$ cat config.mk
export PLATFORM = sky130hd
export DESIGN_NAME = bpu_pc_gen
export DESIGN_NICKNAME = d
export VERILOG_FILES = /design/src/source/bpu_pkg.sv /design/src/source/bpu_pc_gen.sv
export SDC_FILE = /design/constraint.sdc
export NUM_CORES = 1
export LEC_CHECK = 0
export BUFFER_PORTS_ARGS = -buffer_cell sky130_fd_sc_hd__buf_2
export CAP_MARGIN = 40
export CORE_AREA = 3 3 97 99
export DETAILED_ROUTE_END_ITERATION = 12
export DIE_AREA = 0 0 100 102
export GPL_ROUTABILITY_DRIVEN = 0
export PLACE_DENSITY = 0.82
export SYNTH_ARGS = -nofsm -noshare
export SYNTH_HDL_FRONTEND = slang
export SYNTH_SLANG_ARGS = --single-unit
$ cat constraint.sdc
create_clock -name clk -period 5.9 [get_ports clk]
set_input_delay 0.885 -clock clk [delete_from_list [all_inputs] [get_ports clk]]
set_output_delay 0.885 -clock clk [all_outputs]
set_load 0.05 [all_outputs]
$ cat src/source/bpu_pkg.sv
package bpu_pkg;

    // fetch start address after reset
    localparam logic [31:0] BPU_INIT_PC = 32'h1c000000;

    // btb / bht indexing
    localparam int BPU_BTB_LEN   = 6;
    localparam int BPU_BTB_DEPTH = 1 << BPU_BTB_LEN; // entries per bank
    localparam int BPU_TAG_LEN   = 8;                // pc[19:12]

    // local history and pattern table
    localparam int BPU_HISTORY_LEN = 5;
    localparam int BPU_PHT_PC_LEN  = 3;                               // pc[5:3]
    localparam int BPU_PHT_LEN     = BPU_HISTORY_LEN + BPU_PHT_PC_LEN; // {history, pc}
    localparam int BPU_PHT_DEPTH   = 1 << BPU_PHT_LEN;

    // return address stack
    localparam int BPU_RAS_LEN   = 3;
    localparam int BPU_RAS_DEPTH = 1 << BPU_RAS_LEN;

    typedef enum logic [2:0] {
        BR_NONE,
        BR_COND, // conditional, direction from pht
        BR_JUMP, // b, plain jirl
        BR_CALL, // bl
        BR_RET   // jirl back through ra
    } bpu_br_type_e;

    typedef struct packed {
        logic                   valid;
        logic [BPU_TAG_LEN-1:0] tag;
        bpu_br_type_e           br_type;
        logic [31:0]            target_pc;
    } bpu_btb_entry_t;

    typedef struct packed {
        logic [BPU_HISTORY_LEN-1:0] history; // newest outcome in bit 0
    } bpu_bht_entry_t;

    typedef struct packed {
        logic [1:0] scnt; // bit 1 set means predict taken
    } bpu_pht_entry_t;

    // folds pc[14:3] down to the table index
    function automatic logic [BPU_BTB_LEN-1:0] bpu_hash(input logic [31:0] pc);
        return pc[14:9] ^ pc[8:3];
    endfunction

    function automatic logic [BPU_TAG_LEN-1:0] bpu_tag(input logic [31:0] pc);
        return pc[BPU_TAG_LEN+12-1:12];
    endfunction

endpackage

$ cat src/source/bpu_pc_gen.sv
`timescale 1ns/1ps

// fetch pc register plus per-slot taken / target / next pc selection
module bpu_pc_gen import bpu_pkg::*; (
    input  logic               clk,
    input  logic               rst_n,
    input  logic               ready_i,
    input  logic               flush_i,
    input  logic [31:0]        redir_pc_i,
    input  logic [1:0]         hit_i,
    input  bpu_br_type_e [1:0] btb_type_i,
    input  logic [1:0][31:0]   btb_target_i,
    input  logic [1:0][1:0]    scnt_i,
    input  logic [31:0]        ras_top_i,
    output logic [31:0]        pc_o,
    output logic [1:0]         mask_o,
    output logic [1:0]         taken_o,
    output logic [1:0][31:0]   target_o,
    output bpu_br_type_e [1:0] br_type_o,
    output logic [1:0]         need_update_o
);

    logic [31:0]      pc_q;
    logic [31:0]      npc;
    logic [31:0]      seq_pc;  // next aligned packet
    logic [1:0][31:0] fall_pc; // per-slot fall-through
    logic [1:0]       taken;

    assign seq_pc     = {pc_q[31:3] + 29'd1, 3'b000};
    assign fall_pc[0] = {pc_q[31:3], 3'b100};
    assign fall_pc[1] = seq_pc;

    for (genvar i = 0; i < 2; i++) begin : g_slot
        // unconditional types always go, cond follows the counter msb
        assign taken[i] = hit_i[i] && ((btb_type_i[i] != BR_COND) || scnt_i[i][1]);

        always_comb begin
            if (!taken[i]) begin
                target_o[i] = fall_pc[i];
            end else if (btb_type_i[i] == BR_RET) begin
                target_o[i] = ras_top_i; // returns come from the stack
            end else begin
                target_o[i] = btb_target_i[i];
            end
        end

        assign br_type_o[i]     = hit_i[i] ? btb_type_i[i] : BR_NONE;
        assign need_update_o[i] = !hit_i[i]; // unknown pc, backend must install it
    end

    assign taken_o = taken;

    // slot 0 dead when entering mid-packet, slot 1 dead behind a taken slot 0
    assign mask_o[0] = !pc_q[2];
    assign mask_o[1] = !(mask_o[0] && taken[0]);

    always_comb begin
        if (mask_o[0] && taken[0]) begin
            npc = target_o[0];
        end else if (taken[1]) begin
            npc = target_o[1];
        end else begin
            npc = seq_pc;
        end
    end

    always_ff @(posedge clk) begin
        if (!rst_n) begin
            pc_q <= BPU_INIT_PC;
        end else if (flush_i) begin
            pc_q <= redir_pc_i; // backend redirect wins over ready
        end else if (ready_i) begin
            pc_q <= npc;
        end                     // else hold, consumer stalled
    end

    assign pc_o = pc_q;

endmodule

# ---- Yosys cells after proc, flatten, opt, wreduce, memory -nomap -nowiden
# Index checks and enable logic that the tools add are counted.
dict set report classes {
  addsub 1
  eq_ne 4
  n_mux 10
  n_reduce_logical 10
}
# cell n
set op_table {}
lappend op_table {{2-to-1 mux 32 bit} 8}
lappend op_table {{adder 29 x 1 -> 29 bit (second input constant)} 1}
lappend op_table {{== test 3 bit (second input constant)} 2}
lappend op_table {{2-to-1 mux 3 bit} 2}
lappend op_table {{!= test 3 x 1 -> 1 bit (second input constant)} 2}
lappend op_table {{logical NOT 1 bit} 4}
lappend op_table {{logical AND 1 bit} 3}
lappend op_table {{logical OR 1 bit} 2}
lappend op_table {{nonzero test 2 bit} 1}
dict set report totals {
  reg_bits 32
  out_inout_bits 108
}

# ---- Logic depth before layout (Yosys ltp)
dict set report logic_depth {
  depth_word 8
  ltp_mapped 8
}

# ---- Least setup slack after synthesis
# Ideal clock, no wire load.
dict set report synth_path {
  path_kind {input -> output}
  from {input port btb_type_i[4] in the netlist's numbering}
  to {output port target_o[45] in the netlist's numbering}
  arrival_time_ns 3.366
  setup_slack_ns 1.649
  stages 6
  n_path_buf 2
  cell_sequence {or4b_1 nand2_1 clkinv_1 buf_2 buf_1 mux2i_1}
}
# item line
set synth_rtl {}
lappend synth_rtl {{start: declaration} bpu_pc_gen.sv:11} ;# input bpu_br_type_e [1:0] btb_type_i,
lappend synth_rtl {{end: declaration} bpu_pc_gen.sv:18} ;# output logic [1:0][31:0] target_o,

==> results.yml <==
run_status:
  outcome: "finished, final reports clean"
placement:
  dp.cells: 832
  place_area_sq_um: 4950
  io_buffer_count: 249
  hpwl_um: 11800
clock_tree:
  ctsHtreeMaxLevel: 2
  cts_tree: "yes"
  post_cts_resized: 0
  cts_made_buffers: 5
  cts_sinks: 32
  cts_root_buf: "clkbuf_8"
  clk_path_buf_depth: 2
  hold_buffers: 0
  worstSkewPairLatency_ps: 290
  clk_pin_slew_ps: 80
  cts_setup_buffers: 0
drt:
  wl_um: 15500
  drcViolationCount: 0
  vias: 4877
  dr.pass1.iters: 5
  avgRoutedWirePerCell_um: 18.4
  ant_nets: 0
  vias_per_cell: 5.81
  drt_iter0_drc: 190
global_routing:
  grt_use_total_pct: 28.4
  grt_max_degree: 42
  grt_overflow_total: 0
  antenna_found_initial: 0
  grt_pass1_wl_um: 23500
  first_global_vias: 4887
worst_setup_path:
  r2r_cells: 6
  slowest_stage: "or4_1"
  path_buf_inv: 3
  crit_path_start_kind: "input port"
  critPathTopFamily: "simple AND/OR/NAND/NOR gates"
  cp.arrival_ps: 3520
  cp.required_ps: 5020
  timing.critical_path.mode_cell: "buf_2"
  slowest_delay_ps: 740
  critPathMaxFanout: 26
  path_cells: "buf_2 > or4b_1 > nand2_1 > clkinv_1 > or4_1 > o211ai_1 > buf_2"
  critical_path_class: "input port to output port"
  cp.depth: 7
  worstSetupEndpointType: "output port"
power:
  p_leak_nw: 2.27
  peakVddDrop_v: 0.000141
  switchingPower_w: 0.000529
  swShare_pct: 49.4
  p_per_area_nw_per_um2: 211
  p_comb_share_pct: 52.3
  p_clk_share_pct: 22.4
  p_int_w: 0.000541
  p_seq_share_pct: 25.3
yosys:
  syn_nets: 652
  synth_cells: 507
  synth_edf_count: 0
  async_reset_ff_share_pct: 0
  syn_area_per_cell_sq_um: 7.25
  ys_ff_latch: 32
  ys_seq_area_share_pct: 17.4
  synth_warnings: 0
  netlist_area_sq_um: 3670
  synth.distinct_cells: 55
  synthFlopType: "dfxtp_1"
floorplan:
  rows: 34
  start_util_pct: 42.6
  core_sq_um: 8640
  io_pins: 252
  die_h_um: 102
  dieArea_sq_um: 10200
  die_w_um: 100
timing:
  max_freq_mhz: 227
  finClkSkew_ps: 7.81
  hold_viol: 0
  relSlewSlack_pct: 44.4
  setup_viol: 0
  period_minus_slack_ps: 4400
  tns_ps: 0
  maxSlewViolCount: 0
  fin_crit_sh_pct: 74.6
  worst_pin_slew_ps: 829
  rsz0062_at_grt: "no"
final_layout:
  fillCellCount: 816
  final-seq-area_sq_um: 641
  n_antenna_cell: 0
  fin_util_pct: 58.8
  finalNonFillerCells: 840
  layout_commonest_cell: "buf_2"
  nNetsFinal: 876
  largest_reg_flops: 32
  final_cell_mix: "buf_2 (249), nand2_1 (73), mux2i_1 (67), o21ai_0 (61), dfxtp_1 (32)"
  multiInputGateArea_sq_um: 2780
  synthToLayoutAreaGrowth_pct: 38.1
  final_layout_size_suffix_gt1_share_pct: 38.5
  finalInstanceArea_sq_um: 5070
hold_path:
  hp-class: "flop to flop"
  hold_depth: 2
job:
  drv_cap: 0
==> cells in the mapped netlist, types with 5 or more instances <==
library cell	instances	area, sq um
a211oi_1	17	128
a21oi_1	17	85.1
a221o_1	8	80.1
and2_1	6	37.5
buf_2	5	25.0
clkbuf_1	27	101
dfxtp_1	32	641
inv_1	12	45.0
mux2i_1	67	671
nand2_1	74	278
nand3_1	11	55.1
nand4_1	7	43.8
nor2_1	29	109
nor2b_1	6	37.5
nor3_1	10	50.1
nor4_1	12	75.1
o211ai_1	7	52.6
o21ai_0	61	305
o2bb2ai_1	9	78.8
o31a_1	14	123
xnor2_1	11	96.3
==> cells by family after synthesis <==
group | count (synthesis) | synth area share, %
flops | 32 | 17.4
compound gates | 158 | 29.0
fa+ha+maj | 1 | 0.340
xor+xnor | 14 | 3.34
simple gates | 178 | 24.0
mux | 68 | 18.6
buf+inv | 56 | 7.32
==> routing by layer <==
| metal | GRT usage, % | up-vias | share of wire (%) | wire length, um |
|---|---|---|---|---|
| met2 | 52.1 | 226 | 51 | 7840 |
| met4 | 12.4 | 0 | 3.0 | 465 |
| met1 | 32.8 | 2259 | 40 | 6210 |
| met3 | 3.96 | 39 | 6.4 | 984 |
| li1 | - | 2353 | - | - |
| met5 | 0 | - | 0 | 0 |
==> worst min-delay path: cells and delay by family, from the launching register on <==
kind,cells,cell delay (ps)
flip-flops,1,320
AO/OA/AOI/OAI,2,190
==> path summary, 6_finish.rpt <==
path / start / end / slack, ps
hold reg to reg: pc_o[0]$_SDFFE_PN0P_ / pc_o[0]$_SDFFE_PN0P_ / 560
setup reg to reg: pc_o[3]$_SDFFE_PN0P_ / pc_o[27]$_SDFFE_PN1P_ / 3050
setup / recovery: btb_type_i[4] / target_o[52] / 1500
hold / removal: pc_o[0]$_SDFFE_PN0P_ / pc_o[0]$_SDFFE_PN0P_ / 560
==> power by group through the flow <==
stage | clock (W) | sequential [W] | combinational, W
2_1_floorplan | 0 | 0.000327 | 0.000344
4_1_cts | 0.000244 | 0.000270 | 0.000558
6_report | 0.000240 | 0.000271 | 0.000560
5_1_grt | 0.000253 | 0.000275 | 0.000591
3_5_place_dp | 0 | 0.000274 | 0.000556
3_3_place_gp | 0 | 0.000273 | 0.000544
==> cell type report <==
cell class	instances	share of cell area (%)
Multi-Input combinational cell	419	54.7
Timing Repair Buffer	258	26.4
Tap cell	108	2.66
Clock inverter	1	0.592
Sequential cell	32	12.6
Clock buffer	7	1.90
Inverter	15	1.11
==> stage by stage <==
stage,hold slack (ps),setup slack (ps),power [W]
after floorplan,756,1650,0.000671
after global routing,587,1360,0.00112
final,562,1500,0.00107
after CTS,559,1530,0.00107
after global placement,517,1580,0.000817
after detailed placement,547,1540,0.000831
Power figures use the tool's default switching activity.
