File: config.mk
export PLATFORM = sky130hd
export DESIGN_NAME = bpu_ras
export DESIGN_NICKNAME = d
export VERILOG_FILES = /design/src/source/bpu_pkg.sv /design/src/source/bpu_ras.sv
export SDC_FILE = /design/constraint.sdc
export NUM_CORES = 1
export LEC_CHECK = 0
export ABC_AREA = 1
export BUFFER_PORTS_ARGS = -buffer_cell sky130_fd_sc_hd__buf_2
export CAP_MARGIN = 20
export CORE_UTILIZATION = 30
export DETAILED_ROUTE_END_ITERATION = 6
export SLEW_MARGIN = 20
export SYNTH_ARGS = -nofsm -noshare
export SYNTH_HDL_FRONTEND = slang
export SYNTH_SLANG_ARGS = --single-unit
File: constraint.sdc
create_clock -name clk -period 2.5 [get_ports clk]
set_clock_uncertainty 0.1 [all_clocks]
set_input_delay 0 -clock clk [delete_from_list [all_inputs] [get_ports clk]]
set_output_delay 0 -clock clk [all_outputs]
set_load 0.02 [all_outputs]
File: src/source/bpu_pkg.sv
package bpu_pkg;

    // fetch start address after reset
    localparam logic [31:0] BPU_INIT_PC = 32'h1c000000;

    // btb / bht indexing
    localparam int BPU_BTB_LEN   = 6;
    localparam int BPU_BTB_DEPTH = 1 << BPU_BTB_LEN; // entries per bank
    localparam int BPU_TAG_LEN   = 8;                // pc[19:12]

    // local history and pattern table
    localparam int BPU_HISTORY_LEN = 5;
    localparam int BPU_PHT_PC_LEN  = 3;                               // pc[5:3]
    localparam int BPU_PHT_LEN     = BPU_HISTORY_LEN + BPU_PHT_PC_LEN; // {history, pc}
    localparam int BPU_PHT_DEPTH   = 1 << BPU_PHT_LEN;

    // return address stack
    localparam int BPU_RAS_LEN   = 3;
    localparam int BPU_RAS_DEPTH = 1 << BPU_RAS_LEN;

    typedef enum logic [2:0] {
        BR_NONE,
        BR_COND, // conditional, direction from pht
        BR_JUMP, // b, plain jirl
        BR_CALL, // bl
        BR_RET   // jirl back through ra
    } bpu_br_type_e;

    typedef struct packed {
        logic                   valid;
        logic [BPU_TAG_LEN-1:0] tag;
        bpu_br_type_e           br_type;
        logic [31:0]            target_pc;
    } bpu_btb_entry_t;

    typedef struct packed {
        logic [BPU_HISTORY_LEN-1:0] history; // newest outcome in bit 0
    } bpu_bht_entry_t;

    typedef struct packed {
        logic [1:0] scnt; // bit 1 set means predict taken
    } bpu_pht_entry_t;

    // folds pc[14:3] down to the table index
    function automatic logic [BPU_BTB_LEN-1:0] bpu_hash(input logic [31:0] pc);
        return pc[14:9] ^ pc[8:3];
    endfunction

    function automatic logic [BPU_TAG_LEN-1:0] bpu_tag(input logic [31:0] pc);
        return pc[BPU_TAG_LEN+12-1:12];
    endfunction

endpackage

File: src/source/bpu_ras.sv
`timescale 1ns/1ps

module bpu_ras import bpu_pkg::*; (
    input  logic         clk,
    input  logic         rst_n,
    input  logic         upd_valid_i,
    input  logic [31:0]  upd_pc_i,
    input  bpu_br_type_e upd_br_type_i,
    output logic [31:0]  top_o
);

    logic [31:0]            stack [BPU_RAS_DEPTH];
    logic [BPU_RAS_LEN-1:0] top_ptr; // newest pushed entry
    logic [BPU_RAS_LEN-1:0] w_ptr;   // next free slot, always top_ptr + 1
    logic                   push;
    logic                   pop;
    logic [31:0]            ret_addr;

    // trained only from resolved calls / returns
    assign push     = upd_valid_i && (upd_br_type_i == BR_CALL);
    assign pop      = upd_valid_i && (upd_br_type_i == BR_RET);
    assign ret_addr = upd_pc_i + 32'd4; // instruction after the call

    assign top_o = stack[top_ptr];

    always_ff @(posedge clk) begin
        if (!rst_n) begin
            top_ptr <= '1; // empty, points one below slot 0
            w_ptr   <= '0;
        end else if (push) begin
            top_ptr <= w_ptr;
            w_ptr   <= w_ptr + 1'b1; // wraps over oldest on overflow
        end else if (pop) begin
            top_ptr <= top_ptr - 1'b1;
            w_ptr   <= top_ptr;
        end
    end

    // stack body, zeroed so an empty stack predicts 0
    always_ff @(posedge clk) begin
        if (!rst_n) begin
            for (int i = 0; i < BPU_RAS_DEPTH; i++) begin
                stack[i] <= '0;
            end
        end else if (push) begin
            stack[w_ptr] <= ret_addr;
        end
    end

endmodule

# ---- Yosys cells after proc, flatten, opt, wreduce, memory -nomap -nowiden
# Memory sizes are Yosys's and may differ from the RTL's. A register that Yosys moved wholly into a read port is not among the register bits.
# Index checks and enable logic that the tools add are counted.
dict set report word_totals {
  regBits 6
  mem_bits_rw 256
  out_inout_bits 32
  in_bits 38
  memories 1
}
dict set report op_classes {
  n_addsub 3
  n_eq_ne 2
  n_reduce_logical 4
  n_mux 13
}
# memory words width rd rd_clocked_by_memory_dff write_ports line_no
set memory_table {}
lappend memory_table {stack 8 32 1 1 8 bpu_ras.sv:12} ;# logic [31:0] stack [BPU_RAS_DEPTH];
# op count
set op_table {}
lappend op_table {{adder 32 x 3 -> 32 bit, second input constant} 1}
lappend op_table {{two-way mux 32 bit} 1}
lappend op_table {{OR reduction 32 bit} 1}
lappend op_table {{two-way mux 3 bit} 7}
lappend op_table {{two-way mux 1 bit} 5}
lappend op_table {{adder 3 x 1 -> 3 bit, second input constant} 1}
lappend op_table {{equality test 3 x 2 -> 1 bit, second input constant} 1}
lappend op_table {{equality test 3 bit, second input constant} 1}
lappend op_table {{subtractor 3 x 1 -> 3 bit, second input constant} 1}
lappend op_table {{logical AND 1 bit} 2}
lappend op_table {{nonzero test 2 bit} 1}

# ---- Logic depth before layout (Yosys ltp)
# Gate-level depths: netlist of the first run.
dict set report depth {
  word_depth 7
  depth_mapped 9
}

# ---- Worst setup path before layout of the first run
# Ideal clock, no wire load.
dict set report synth_path {
  path_type {register to register}
  startpoint {reg w_ptr[0]}
  endpoint {mem stack[0][0], enable pin}
  setup_slack_ns 0.298
  n_path_buf 1
  synth_period_minus_slack_ns 2.202
  t_required_ns 2.011
  stages_incl_launch_ff 7
  arrival_time_ns 1.713
  cell_sequence {dfxtp_1 > inv_1 > nand2_2 > nor2_4 > nand2_2 > buf_4 > nand2_1}
}
# item line_no
set synth_lines {}
lappend synth_lines {{start, declared} bpu_ras.sv:14} ;# logic [BPU_RAS_LEN-1:0] w_ptr;
lappend synth_lines {{start signal, assigned} bpu_ras.sv:32} ;# w_ptr <= w_ptr + 1'b1;
lappend synth_lines {{start signal, assigned} bpu_ras.sv:35} ;# w_ptr <= top_ptr;
lappend synth_lines {{end, declared} bpu_ras.sv:12}

==> metrics.md, run 1 <==
| Metric | Value |
|---|---|
| # rows | `75` |
| Area of placed instances | `0.0137 mm^2` |
| Cells along the critical path | `buf_4 -> o21ai_0 -> o21ai_0 -> nand2_1 -> nand2_1 -> buf_2` |
| Clock insertion delay at the later pin of the skew report | `0.53 ns` |
| Clock tree buffer depth | `3` |
| Kind of start point of the critical path | `flip-flop` |
| Nature of the critical path endpoint | `output pin` |
| Total I/O pin count | `70` |
| Power density cells | `685 mW/mm^2` |
| Worst Hold Depth | `4` |
| Fraction of the cycle the final worst path needs | `93.7%` |
| Core Region | `0.0419 mm^2` |
| Sum of negative setup slack | `0 ns` |
| Shortest period the worst path allows | `2.34 ns` |
| DP HPWL | `22.4 mm` |
| Die width | `208 um` |
| Finished Cell Area | `0.0149 mm^2` |
| Worst Min Path Start | `upd_pc_i[11]` |
| Max-Slew Margin vs Limit | `47.1%` |
| GRT overflow | `0` |
| Worst-Margin Slew | `0.792 ns` |
| Avg WL per Cell | `18.9 um` |
| Compound-cell area share of the yosys netlist | `11.9%` |
| Port bufs | `69` |
| CTS clock-pin slew for the worst setup and hold paths | `0.06 ns` |
| Crit path max-delay cell type | `sky130_fd_sc_hd__dfxtp_4` |
| Clock sinks | `265` |
| Number of vias in the routed layout | `9,912` |
| Hold Vio Cnt, Final | `0` |
| Cell count of the worst reg-to-reg path | `5` |
| Number of buffers inserted during clock tree synthesis | `29` |
| Total Routed Length | `37.5 mm` |
| Post-Synthesis Net Count | `1,383` |
| Cell count after synthesis | `1,342` |
| Mean number of vias per cell | `5.00` |
| Simple-gate portion of the synthesized area | `20.1%` |
| Fillcell total | `4,113` |
| Minimum hold slack | `0.000462 ns` |
| Vias in the first global route | `9,525` |
| 1st-pass router iterations | `6` |
| Req. time, crit path | `2.40 ns` |
| Initial detailed-routing violation count | `1,066` |
| FMAX | `427 MHz` |
| Peak per-stage delay on the critical path | `0.48 ns` |
| Leakage Power | `5.83 nW` |
| Yosys warnings | `0` |
| CP max FO | `35` |
| Post-synthesis instance area | `0.0127 mm^2` |
| Post-Synth Adder-Cell Area | `0.294%` |
| Fin nets | `1,467` |
| Worst path arrival time | `2.24 ns` |
| Layout cells sized above 1 | `12.1%` |
| Synthesized area divided by synthesized cell count | `9.50 um^2` |
| #FFs+latches synth | `265` |
| Antenna Nets Post-Route | `0` |
| Setup repair after global routing missed its margin | `false` |
| H-tree depth | `1` |
| Remaining DRCs | `0` |
| Placed cells | `1,905` |
| Combinational family with the most area after synthesis | `simple AND/OR/NAND/NOR gates` |
| Area of the die | `0.0433 mm^2` |
| Most frequent cells in the layout | `sky130_fd_sc_hd__nor2_1 (394), sky130_fd_sc_hd__edfxtp_1 (256), sky130_fd_sc_hd__nand2_1 (193)` |
| Distinct cell type count after synthesis | `35` |
| Maximum number of pins on one net before global-route repair | `59` |
| Ant diodes | `0` |
| Non-filler cells, final | `1,981` |
| Worst setup path class | `reg -> out` |
| Global-route wire length before repair | `56.8 mm` |
| Die Span Y | `208 um` |
| Xor/xnor share of the synthesized area | `0.883%` |
| Reg-to-reg critical path startpoint | `w_ptr[2]` |
| Root buffer cell | `sky130_fd_sc_hd__clkbuf_16` |
| Endpoint of the worst hold-timing path | `stack[7][11]` |
| Max-cap violations | `0` |
| Status | `finished clean` |
| Area Overhead vs Synth | `16.7%` |
| RePlAce Congestion | `0.876` |
| Largest vdd supply drop | `0.476 mV` |
| Worst reg-to-reg setup slack | `0.61 ns` |
| CTS tree | `yes` |
| Slew Limit Fails | `0` |
| End of the worst register-to-register path | `stack[5][13]` |
| Antenna violations before repair | `0` |
| Sequential element share of the synthesized area | `61.7%` |
| Final total power | `10.2 mW` |
| Overall Global Routing Usage | `17.0%` |
| Most common cell after layout, fill and taps aside | `sky130_fd_sc_hd__nor2_1` |
| Initial standard-cell utilization of the core | `30.4%` |
| Final setup viols | `0` |
| Multiplexer share of the synthesized area | `0%` |
| Tightest Hold Check Type | `in -> reg` |
==> through the flow <==
step                      setup slack [ns]  util, %
after floorplan                      0.298        -
after global placement               0.631     32.7
after detailed placement             0.605     32.7
after CTS                           0.0246     35.4
after global routing                0.0203     35.5
final                                0.157     35.5
==> report_power, final <==
group | internal (mW) | switching (mW) | leakage, nW
Combinational | 0.309 | 0.704 | 2.68
Clock | 2.41 | 1.68 | 0.429
Sequential | 5.01 | 0.0627 | 2.72
Total | 7.73 | 2.45 | 5.83
==> final cells by class <==
class | instances | area, um^2 | area share [%]
clock inverter | 11 | 133 | 0.892
inverter | 47 | 178 | 1.19
sequential | 265 | 7880 | 52.9
multi-input combinational | 955 | 4250 | 28.6
clock buffer | 36 | 752 | 5.06
timing repair buffer | 128 | 1010 | 6.81
tap | 539 | 674 | 4.53
==> what timing repair did <==
item	4_1_cts	5_1_grt
gates resized for setup	0	0
hold buffers	28	0
endpoints found under the hold margin	139	0
endpoints found under the setup margin	0	19
setup buffers	0	1
==> cell usage after synthesis <==
master | n | area share (%)
sky130_fd_sc_hd__a21oi_1 | 95 | 3.7
sky130_fd_sc_hd__a21oi_2 | 2 | 0.14
sky130_fd_sc_hd__and2_1 | 1 | 0.049
sky130_fd_sc_hd__buf_1 | 4 | 0.12
sky130_fd_sc_hd__buf_2 | 10 | 0.39
sky130_fd_sc_hd__buf_4 | 6 | 0.35
sky130_fd_sc_hd__buf_6 | 21 | 1.9
sky130_fd_sc_hd__clkbuf_1 | 34 | 1.0
sky130_fd_sc_hd__dfxtp_1 | 9 | 1.4
sky130_fd_sc_hd__edfxtp_1 | 256 | 60
sky130_fd_sc_hd__ha_1 | 3 | 0.29
sky130_fd_sc_hd__inv_1 | 45 | 1.3
sky130_fd_sc_hd__inv_2 | 2 | 0.059
sky130_fd_sc_hd__nand2_1 | 201 | 5.9
sky130_fd_sc_hd__nand2_2 | 6 | 0.29
sky130_fd_sc_hd__nand2_4 | 4 | 0.35
sky130_fd_sc_hd__nand3_1 | 17 | 0.67
sky130_fd_sc_hd__nand3_2 | 2 | 0.16
sky130_fd_sc_hd__nand3b_1 | 1 | 0.059
sky130_fd_sc_hd__nand3b_2 | 1 | 0.088
sky130_fd_sc_hd__nand4_1 | 2 | 0.098
sky130_fd_sc_hd__nor2_1 | 394 | 12
sky130_fd_sc_hd__nor2_2 | 6 | 0.29
sky130_fd_sc_hd__nor2_4 | 2 | 0.18
sky130_fd_sc_hd__nor2_8 | 1 | 0.16
sky130_fd_sc_hd__nor3_1 | 1 | 0.039
sky130_fd_sc_hd__nor3_4 | 1 | 0.13
sky130_fd_sc_hd__o2111ai_1 | 1 | 0.069
sky130_fd_sc_hd__o211ai_1 | 2 | 0.12
sky130_fd_sc_hd__o21ai_0 | 172 | 6.8
sky130_fd_sc_hd__o21ai_1 | 27 | 1.1
sky130_fd_sc_hd__o21bai_1 | 1 | 0.059
sky130_fd_sc_hd__xnor2_1 | 9 | 0.62
sky130_fd_sc_hd__xnor2_2 | 1 | 0.13
sky130_fd_sc_hd__xor2_1 | 2 | 0.14
==> state kept, by name, indices dropped and copies added, names as in the netlist, named ones only <==
register	count
stack	256
w_ptr	3
top_ptr	3
==> critical path, delay by kind of cell (launching register included) <==
family | cells | cell delay, ns
DFF | 1 | 0.48
buffers and inverters | 2 | 0.59
AOI/OAI and AO/OA | 2 | 0.37
and+or+nand+nor | 2 | 0.24
==> per-layer routing <==
metal,GRT usage (%),up-vias,wire length (um)
li1,-,4710,-
met2,28.6,380,17800
met5,0,-,0
met3,1.96,93,2170
met4,6.87,0,1360
met1,22.3,4729,16200
==> worst max-delay path by stage <==
stage          startpoint      endpoint  slack [ns]  cells past startpoint
3_5_place_dp     w_ptr[2]  stack[5][17]        0.60                      5
4_1_cts         flip-flop     top_o[28]        0.02                      7
2_1_floorplan    w_ptr[0]   stack[0][0]        0.30                      6
5_1_grt         flip-flop      top_o[0]        0.02                      8
3_3_place_gp     w_ptr[2]  stack[5][17]        0.63                      5
6_report        flip-flop      top_o[0]        0.16                      6
==> logic make-up (layout without fill, tap and decap cells) <==
group / after synthesis / in the layout
buf+inv: 122 / 222
flops: 265 / 265
compound gates: 300 / 300
fa+ha+maj: 3 / 3
xor+xnor: 12 / 12
simple gates: 640 / 640
Power figures use the tool's default switching activity.
==> inputs of run 2 (changes only) <==
--- a/config.mk
+++ b/config.mk
@@ -10,6 +10,7 @@
 export CAP_MARGIN = 20
 export CORE_UTILIZATION = 30
 export DETAILED_ROUTE_END_ITERATION = 6
+export MAX_ROUTING_LAYER = met4
 export SLEW_MARGIN = 20
 export SYNTH_ARGS = -nofsm -noshare
 export SYNTH_HDL_FRONTEND = slang
==> run 2 against run 1 <==
Core utilization about the same; setup slack worse by 0.011 ns; combinational power barely moved; power about the same; largest power group unchanged; wire length grew 0.19%; global-route usage increased by 0.51 points; clock-buffer cell count did not move; non-clock buffer count unchanged.
==> metrics.md, run 2 (synthesis gave the netlist of run 1 again) <==
| Metric | Value |
|---|---|
| Sum of negative setup slack | `0 ns` |
| Overall Global Routing Usage | `17.5%` |
| Minimum hold slack | `0.00695 ns` |
| Flip-flop count of the largest register after layout | `256` |
| Clock insertion delay at the later pin of the skew report | `0.53 ns` |
| Max-cap violations | `0` |
| Nature of the critical path endpoint | `output pin` |
| Tightest Hold Check Type | `in -> reg` |
| Most frequent cells in the layout | `sky130_fd_sc_hd__nor2_1 (394), sky130_fd_sc_hd__edfxtp_1 (256), sky130_fd_sc_hd__nand2_1 (193)` |
| Total I/O pin count | `70` |
| Reg-to-reg critical path startpoint | `w_ptr[2]` |
| Largest vdd supply drop | `0.474 mV` |
| Shortest period the worst path allows | `2.35 ns` |
| FMAX | `425 MHz` |
| Area of the die | `0.0433 mm^2` |
| CP max FO | `35` |
| Placed cells | `1,905` |
| Avg WL per Cell | `18.9 um` |
| Clock tree buffer depth | `3` |
| Vias in the first global route | `9,522` |
| Largest regs | `stack (256), top_ptr (3), w_ptr (3)` |
| Max-Slew Margin vs Limit | `49.5%` |
| Final setup viols | `0` |
| Worst path arrival time | `2.25 ns` |
| Worst setup path class | `reg -> out` |
| Setup repair after global routing missed its margin | `false` |
| Power density cells | `684 mW/mm^2` |
| Total Routed Length | `37.5 mm` |
| Remaining DRCs | `0` |
| Hold Vio Cnt, Final | `0` |
| Worst-Margin Slew | `0.756 ns` |
| End point of the critical path | `top_o[0]` |
| Global-route wire length before repair | `56.7 mm` |
| Finished Cell Area | `0.0149 mm^2` |
| Kind of start point of the critical path | `flip-flop` |
| Core Region | `0.0419 mm^2` |
| Req. time, crit path | `2.40 ns` |
| Antenna Nets Post-Route | `0` |
| CTS clock-pin slew for the worst setup and hold paths | `0.06 ns` |
| Register with the most flip-flops | `stack` |
| Area of placed instances | `0.0137 mm^2` |
| Root buffer cell | `sky130_fd_sc_hd__clkbuf_16` |
| Maximum number of pins on one net before global-route repair | `59` |
| Non-filler cells, final | `1,982` |
| 1st-pass router iterations | `5` |
| DP HPWL | `22.4 mm` |
| End of the worst register-to-register path | `stack[5][13]` |
| Number of buffers inserted during clock tree synthesis | `29` |
| Area Overhead vs Synth | `16.7%` |
| # rows | `75` |
| Fin nets | `1,467` |
| Mean number of vias per cell | `5.03` |
| RePlAce Congestion | `0.892` |
| Clock sinks | `265` |
| Die width | `208 um` |
| Number of vias in the routed layout | `9,960` |
| Die Span Y | `208 um` |
| Antenna violations before repair | `1` |
| Worst reg-to-reg setup slack | `0.62 ns` |
| Cells resized by post-CTS repair | `0` |
| GRT overflow | `0` |
| Status | `finished clean` |
| Initial standard-cell utilization of the core | `30.4%` |
| Most common cell after layout, fill and taps aside | `sky130_fd_sc_hd__nor2_1` |
| Fraction of the cycle the final worst path needs | `94.2%` |
| Leakage Power | `5.83 nW` |
| H-tree depth | `1` |
| Layout cells sized above 1 | `12.1%` |
| Port bufs | `69` |
| CTS tree | `yes` |
| Slew Limit Fails | `0` |
| Initial detailed-routing violation count | `1,006` |
| Cell count of the worst reg-to-reg path | `5` |
-- run 2: layout make-up --
| class | count | area [um^2] |
|---|---|---|
| flip-flops and latches | 265 | 7880 |
| clock buffers | 36 | 752 |
| repair buffers | 128 | 1010 |
| well taps | 539 | 674 |
| fillers | 4114 | 27100 |
| diodes | 1 | 2.50 |
| multi-input cells | 955 | 4250 |
| inverters | 47 | 178 |
| clock inverters | 11 | 133 |
-- run 2: worst max-delay path, stage by stage, from the launching register on --
cell                      delay [ns]
sky130_fd_sc_hd__dfxtp_4        0.49
sky130_fd_sc_hd__buf_4          0.41
sky130_fd_sc_hd__o21ai_0        0.17
sky130_fd_sc_hd__o21ai_0        0.20
sky130_fd_sc_hd__nand2_1        0.08
sky130_fd_sc_hd__nand2_1        0.16
sky130_fd_sc_hd__buf_2          0.18
-- run 2: through the flow --
step           utilization, %  total power [mW]  setup slack (ns)
2_1_floorplan               -              5.73             0.298
3_3_place_gp             32.7              6.14             0.631
3_5_place_dp             32.7              6.15             0.605
4_1_cts                  35.4              10.2            0.0246
5_1_grt                  35.5              10.5            0.0201
6_report                 35.5              10.2             0.146
-- run 2: what timing repair did --
item                                    CTS  global route
setup buffers                             0             1
endpoints found under the setup margin    0            19
hold buffers                             28             0
hold endpoints to repair                139             0
-- run 2: power breakdown --
part           switching (mW)  total, mW  internal (mW)
Sequential             0.0626       5.07           5.01
Clock                    1.68       4.10           2.41
Combinational           0.706       1.02          0.309
Total                    2.45       10.2           7.73
-- run 2: worst min path at each step --
stage / endpoint / startpoint / cells past startpoint
5_1_grt: stack[7][11] / upd_pc_i[11] / 4
3_3_place_gp: stack[0][2] / upd_pc_i[2] / 2
2_1_floorplan: w_ptr[2] / rst_n / 2
6_report: stack[5][11] / upd_pc_i[11] / 4
4_1_cts: stack[5][4] / upd_pc_i[4] / 3
3_5_place_dp: stack[7][2] / upd_pc_i[2] / 2
-- run 2: metal layers --
metal	track usage (%)	wire [um]	vias up	share of wire, %
li1	-	-	4711	-
met1	22.3	15900	4749	42
met2	28.5	17800	410	47
met3	1.99	2440	90	6.5
met4	6.90	1330	0	3.5
met5	-	0	-	0
==> inputs of run 3 (changes only) <==
--- a/config.mk
+++ b/config.mk
@@ -11,7 +11,9 @@
 export CORE_UTILIZATION = 30
 export DETAILED_ROUTE_END_ITERATION = 6
 export MAX_ROUTING_LAYER = met4
+export RECOVER_POWER = 25
 export SLEW_MARGIN = 20
 export SYNTH_ARGS = -nofsm -noshare
 export SYNTH_HDL_FRONTEND = slang
 export SYNTH_SLANG_ARGS = --single-unit
+export TNS_END_PERCENT = 100
==> run 3 against run 2 <==
Clock-buffer cell count stayed put; via count decreased by 0.50%; core utilization shrank 0.16 points; sequential power is essentially flat; wire length is essentially flat; largest cell class unchanged; highest routed layer unchanged.
==> metrics.md, run 3 (synthesis gave the netlist of run 1 again) <==
| Metric | Value |
|---|---|
| Antenna violations before repair | `1` |
| Leakage Power | `5.79 nW` |
| Worst reg-to-reg setup slack | `0.29 ns` |
| Initial standard-cell utilization of the core | `30.4%` |
| Req. time, crit path | `2.40 ns` |
| Avg WL per Cell | `18.9 um` |
| Worst Setup Slack post-DPL | `0.605 ns` |
| Switching part of the total | `24.0%` |
| Internal Power | `7.73 mW` |
| Total Routed Length | `37.5 mm` |
| Number of buffers inserted during clock tree synthesis | `29` |
| Slew Limit Fails | `0` |
| Fin nets | `1,467` |
| Core Region | `0.0419 mm^2` |
| Proportion of power drawn by combinational gates | `9.9%` |
| Nature of the critical path endpoint | `output pin` |
| Largest regs | `stack (256), top_ptr (3), w_ptr (3)` |
| Kind of start point of the critical path | `flip-flop` |
| Fraction of the cycle the final worst path needs | `94.0%` |
| GRT overflow | `0` |
| Remaining DRCs | `0` |
| Register area | `0.00788 mm^2` |
| Worst Min Path Start | `upd_pc_i[4]` |
| Area Overhead vs Synth | `16.2%` |
| Total I/O pin count | `70` |
| CTS tree | `yes` |
| Cell count of the worst reg-to-reg path | `6` |
| Die Span Y | `208 um` |
| Shortest period the worst path allows | `2.35 ns` |
| Share of the core filled with cells in the final layout | `35.3%` |
| Hold Vio Cnt, Final | `0` |
| Vias in the first global route | `9,522` |
| 1st-pass router iterations | `5` |
| Sequential cell fraction of total power | `49.9%` |
| Largest vdd supply drop | `0.472 mV` |
| Minimum hold slack | `0.00552 ns` |
| Worst Hold Depth | `3` |
| Worst-Margin Slew | `1.12 ns` |
| Most frequent cells in the layout | `sky130_fd_sc_hd__nor2_1 (395), sky130_fd_sc_hd__edfxtp_1 (256), sky130_fd_sc_hd__nand2_1 (202)` |
| Mean number of vias per cell | `5.00` |
| FMAX | `425 MHz` |
| Switching power | `2.44 mW` |
| Area of the die | `0.0433 mm^2` |
| Port bufs | `69` |
| Initial detailed-routing violation count | `1,035` |
| DP HPWL | `22.4 mm` |
| Root buffer cell | `sky130_fd_sc_hd__clkbuf_16` |
| Max-Slew Margin vs Limit | `25.1%` |
| Fillcell total | `4,130` |
| Area of the multi-input gates | `0.00421 mm^2` |
| Layout cells sized above 1 | `11.2%` |
| Endpoint of the worst hold-timing path | `stack[7][4]` |
| Power density cells | `687 mW/mm^2` |
| Cells resized by post-CTS repair | `0` |
| Final setup viols | `0` |
| Tightest Hold Check Type | `in -> reg` |
| Final total power | `10.2 mW` |
| Sum of negative setup slack | `0 ns` |
| Setup repair after global routing missed its margin | `false` |
| # rows | `75` |
| Maximum number of pins on one net before global-route repair | `59` |
| Number of vias in the routed layout | `9,910` |
| Die width | `208 um` |
| End of the worst register-to-register path | `stack[6][12]` |
| Clock sinks | `265` |
| Most common cell after layout, fill and taps aside | `sky130_fd_sc_hd__nor2_1` |
| Worst setup path class | `reg -> out` |
| Max-cap violations | `0` |
| Reg-to-reg critical path startpoint | `w_ptr[0]` |
| Clock tree buffer depth | `3` |
| CTS clock-pin slew for the worst setup and hold paths | `0.06 ns` |
| Worst path arrival time | `2.25 ns` |
| Global-route wire length before repair | `56.7 mm` |
| Worst setup slack after layout | `0.149 ns` |
| Clock power share | `40.2%` |
| Overall Global Routing Usage | `17.5%` |
| CP max FO | `35` |
| Status | `finished clean` |
| H-tree depth | `1` |
| Register with the most flip-flops | `stack` |
| RePlAce Congestion | `0.892` |
| Flip-flop count of the largest register after layout | `256` |
| Antenna Nets Post-Route | `0` |
| Clock insertion delay at the later pin of the skew report | `0.53 ns` |
## run 3: cell types whose count changed in the layout (fill, tap and decap cells not counted), sizes merged
cell	before	now
buf	100	90
clkbuf	36	46
## run 3: cell type report
type,count,area share [%]
Inverter,47,1.20
Tap cell,539,4.55
Clock inverter,11,0.896
Timing Repair Buffer,128,6.67
Sequential cell,265,53.2
Clock buffer,36,5.08
Antenna cell,1,0.0169
Multi-Input combinational cell,955,28.4
## run 3: worst max-delay path by stage
stage	from	end	slack, ns	depth (start not counted)
after floorplan	w_ptr[0]	stack[0][0]	0.30	6
after global placement	w_ptr[2]	stack[5][17]	0.63	5
after detailed placement	w_ptr[2]	stack[5][17]	0.60	5
after CTS	flip-flop	top_o[28]	0.02	7
after global routing	flip-flop	top_o[0]	0.02	8
final	flip-flop	top_o[0]	0.15	6
## run 3: stage by stage
stage | instances | instance area (um^2)
floorplan | 1342 | 12700
global placement | 1905 | 13700
detailed placement | 1905 | 13700
CTS | 1980 | 14900
global route | 1982 | 14800
finish | 1982 | 14800
## run 3: power by group through the flow
| stage | Combinational [mW] | Clock, mW | Sequential (mW) |
|---|---|---|---|
| after floorplan | 0.596 | 0 | 5.14 |
| after global placement | 0.973 | 0 | 5.16 |
| after detailed placement | 0.979 | 0 | 5.17 |
| after CTS | 1.01 | 4.15 | 5.07 |
| after global routing | 1.10 | 4.30 | 5.09 |
| final | 1.01 | 4.09 | 5.07 |
## run 3: timing repair
action | in CTS | in global routing
buffers inserted | 0 | 1
hold buffers | 28 | 0
hold endpoints to repair | 139 | 0
setup endpoints to repair | 0 | 19
## run 3: worst max-delay path, cell delays in order (launching register included)
cell and delay, ns:
sky130_fd_sc_hd__dfxtp_4 0.48, sky130_fd_sc_hd__buf_4 0.41, sky130_fd_sc_hd__o21ai_0 0.17, sky130_fd_sc_hd__o21ai_0 0.20
sky130_fd_sc_hd__nand2_1 0.08, sky130_fd_sc_hd__nand2_1 0.16, sky130_fd_sc_hd__buf_2 0.18
## run 3: routing by layer
layer | wire length, um | global-route usage (%) | up-vias
li1 | - | - | 4716
met1 | 16100 | 22.3 | 4755
met2 | 17800 | 28.5 | 348
met3 | 2270 | 1.99 | 91
met4 | 1360 | 6.90 | 0
met5 | 0 | - | -
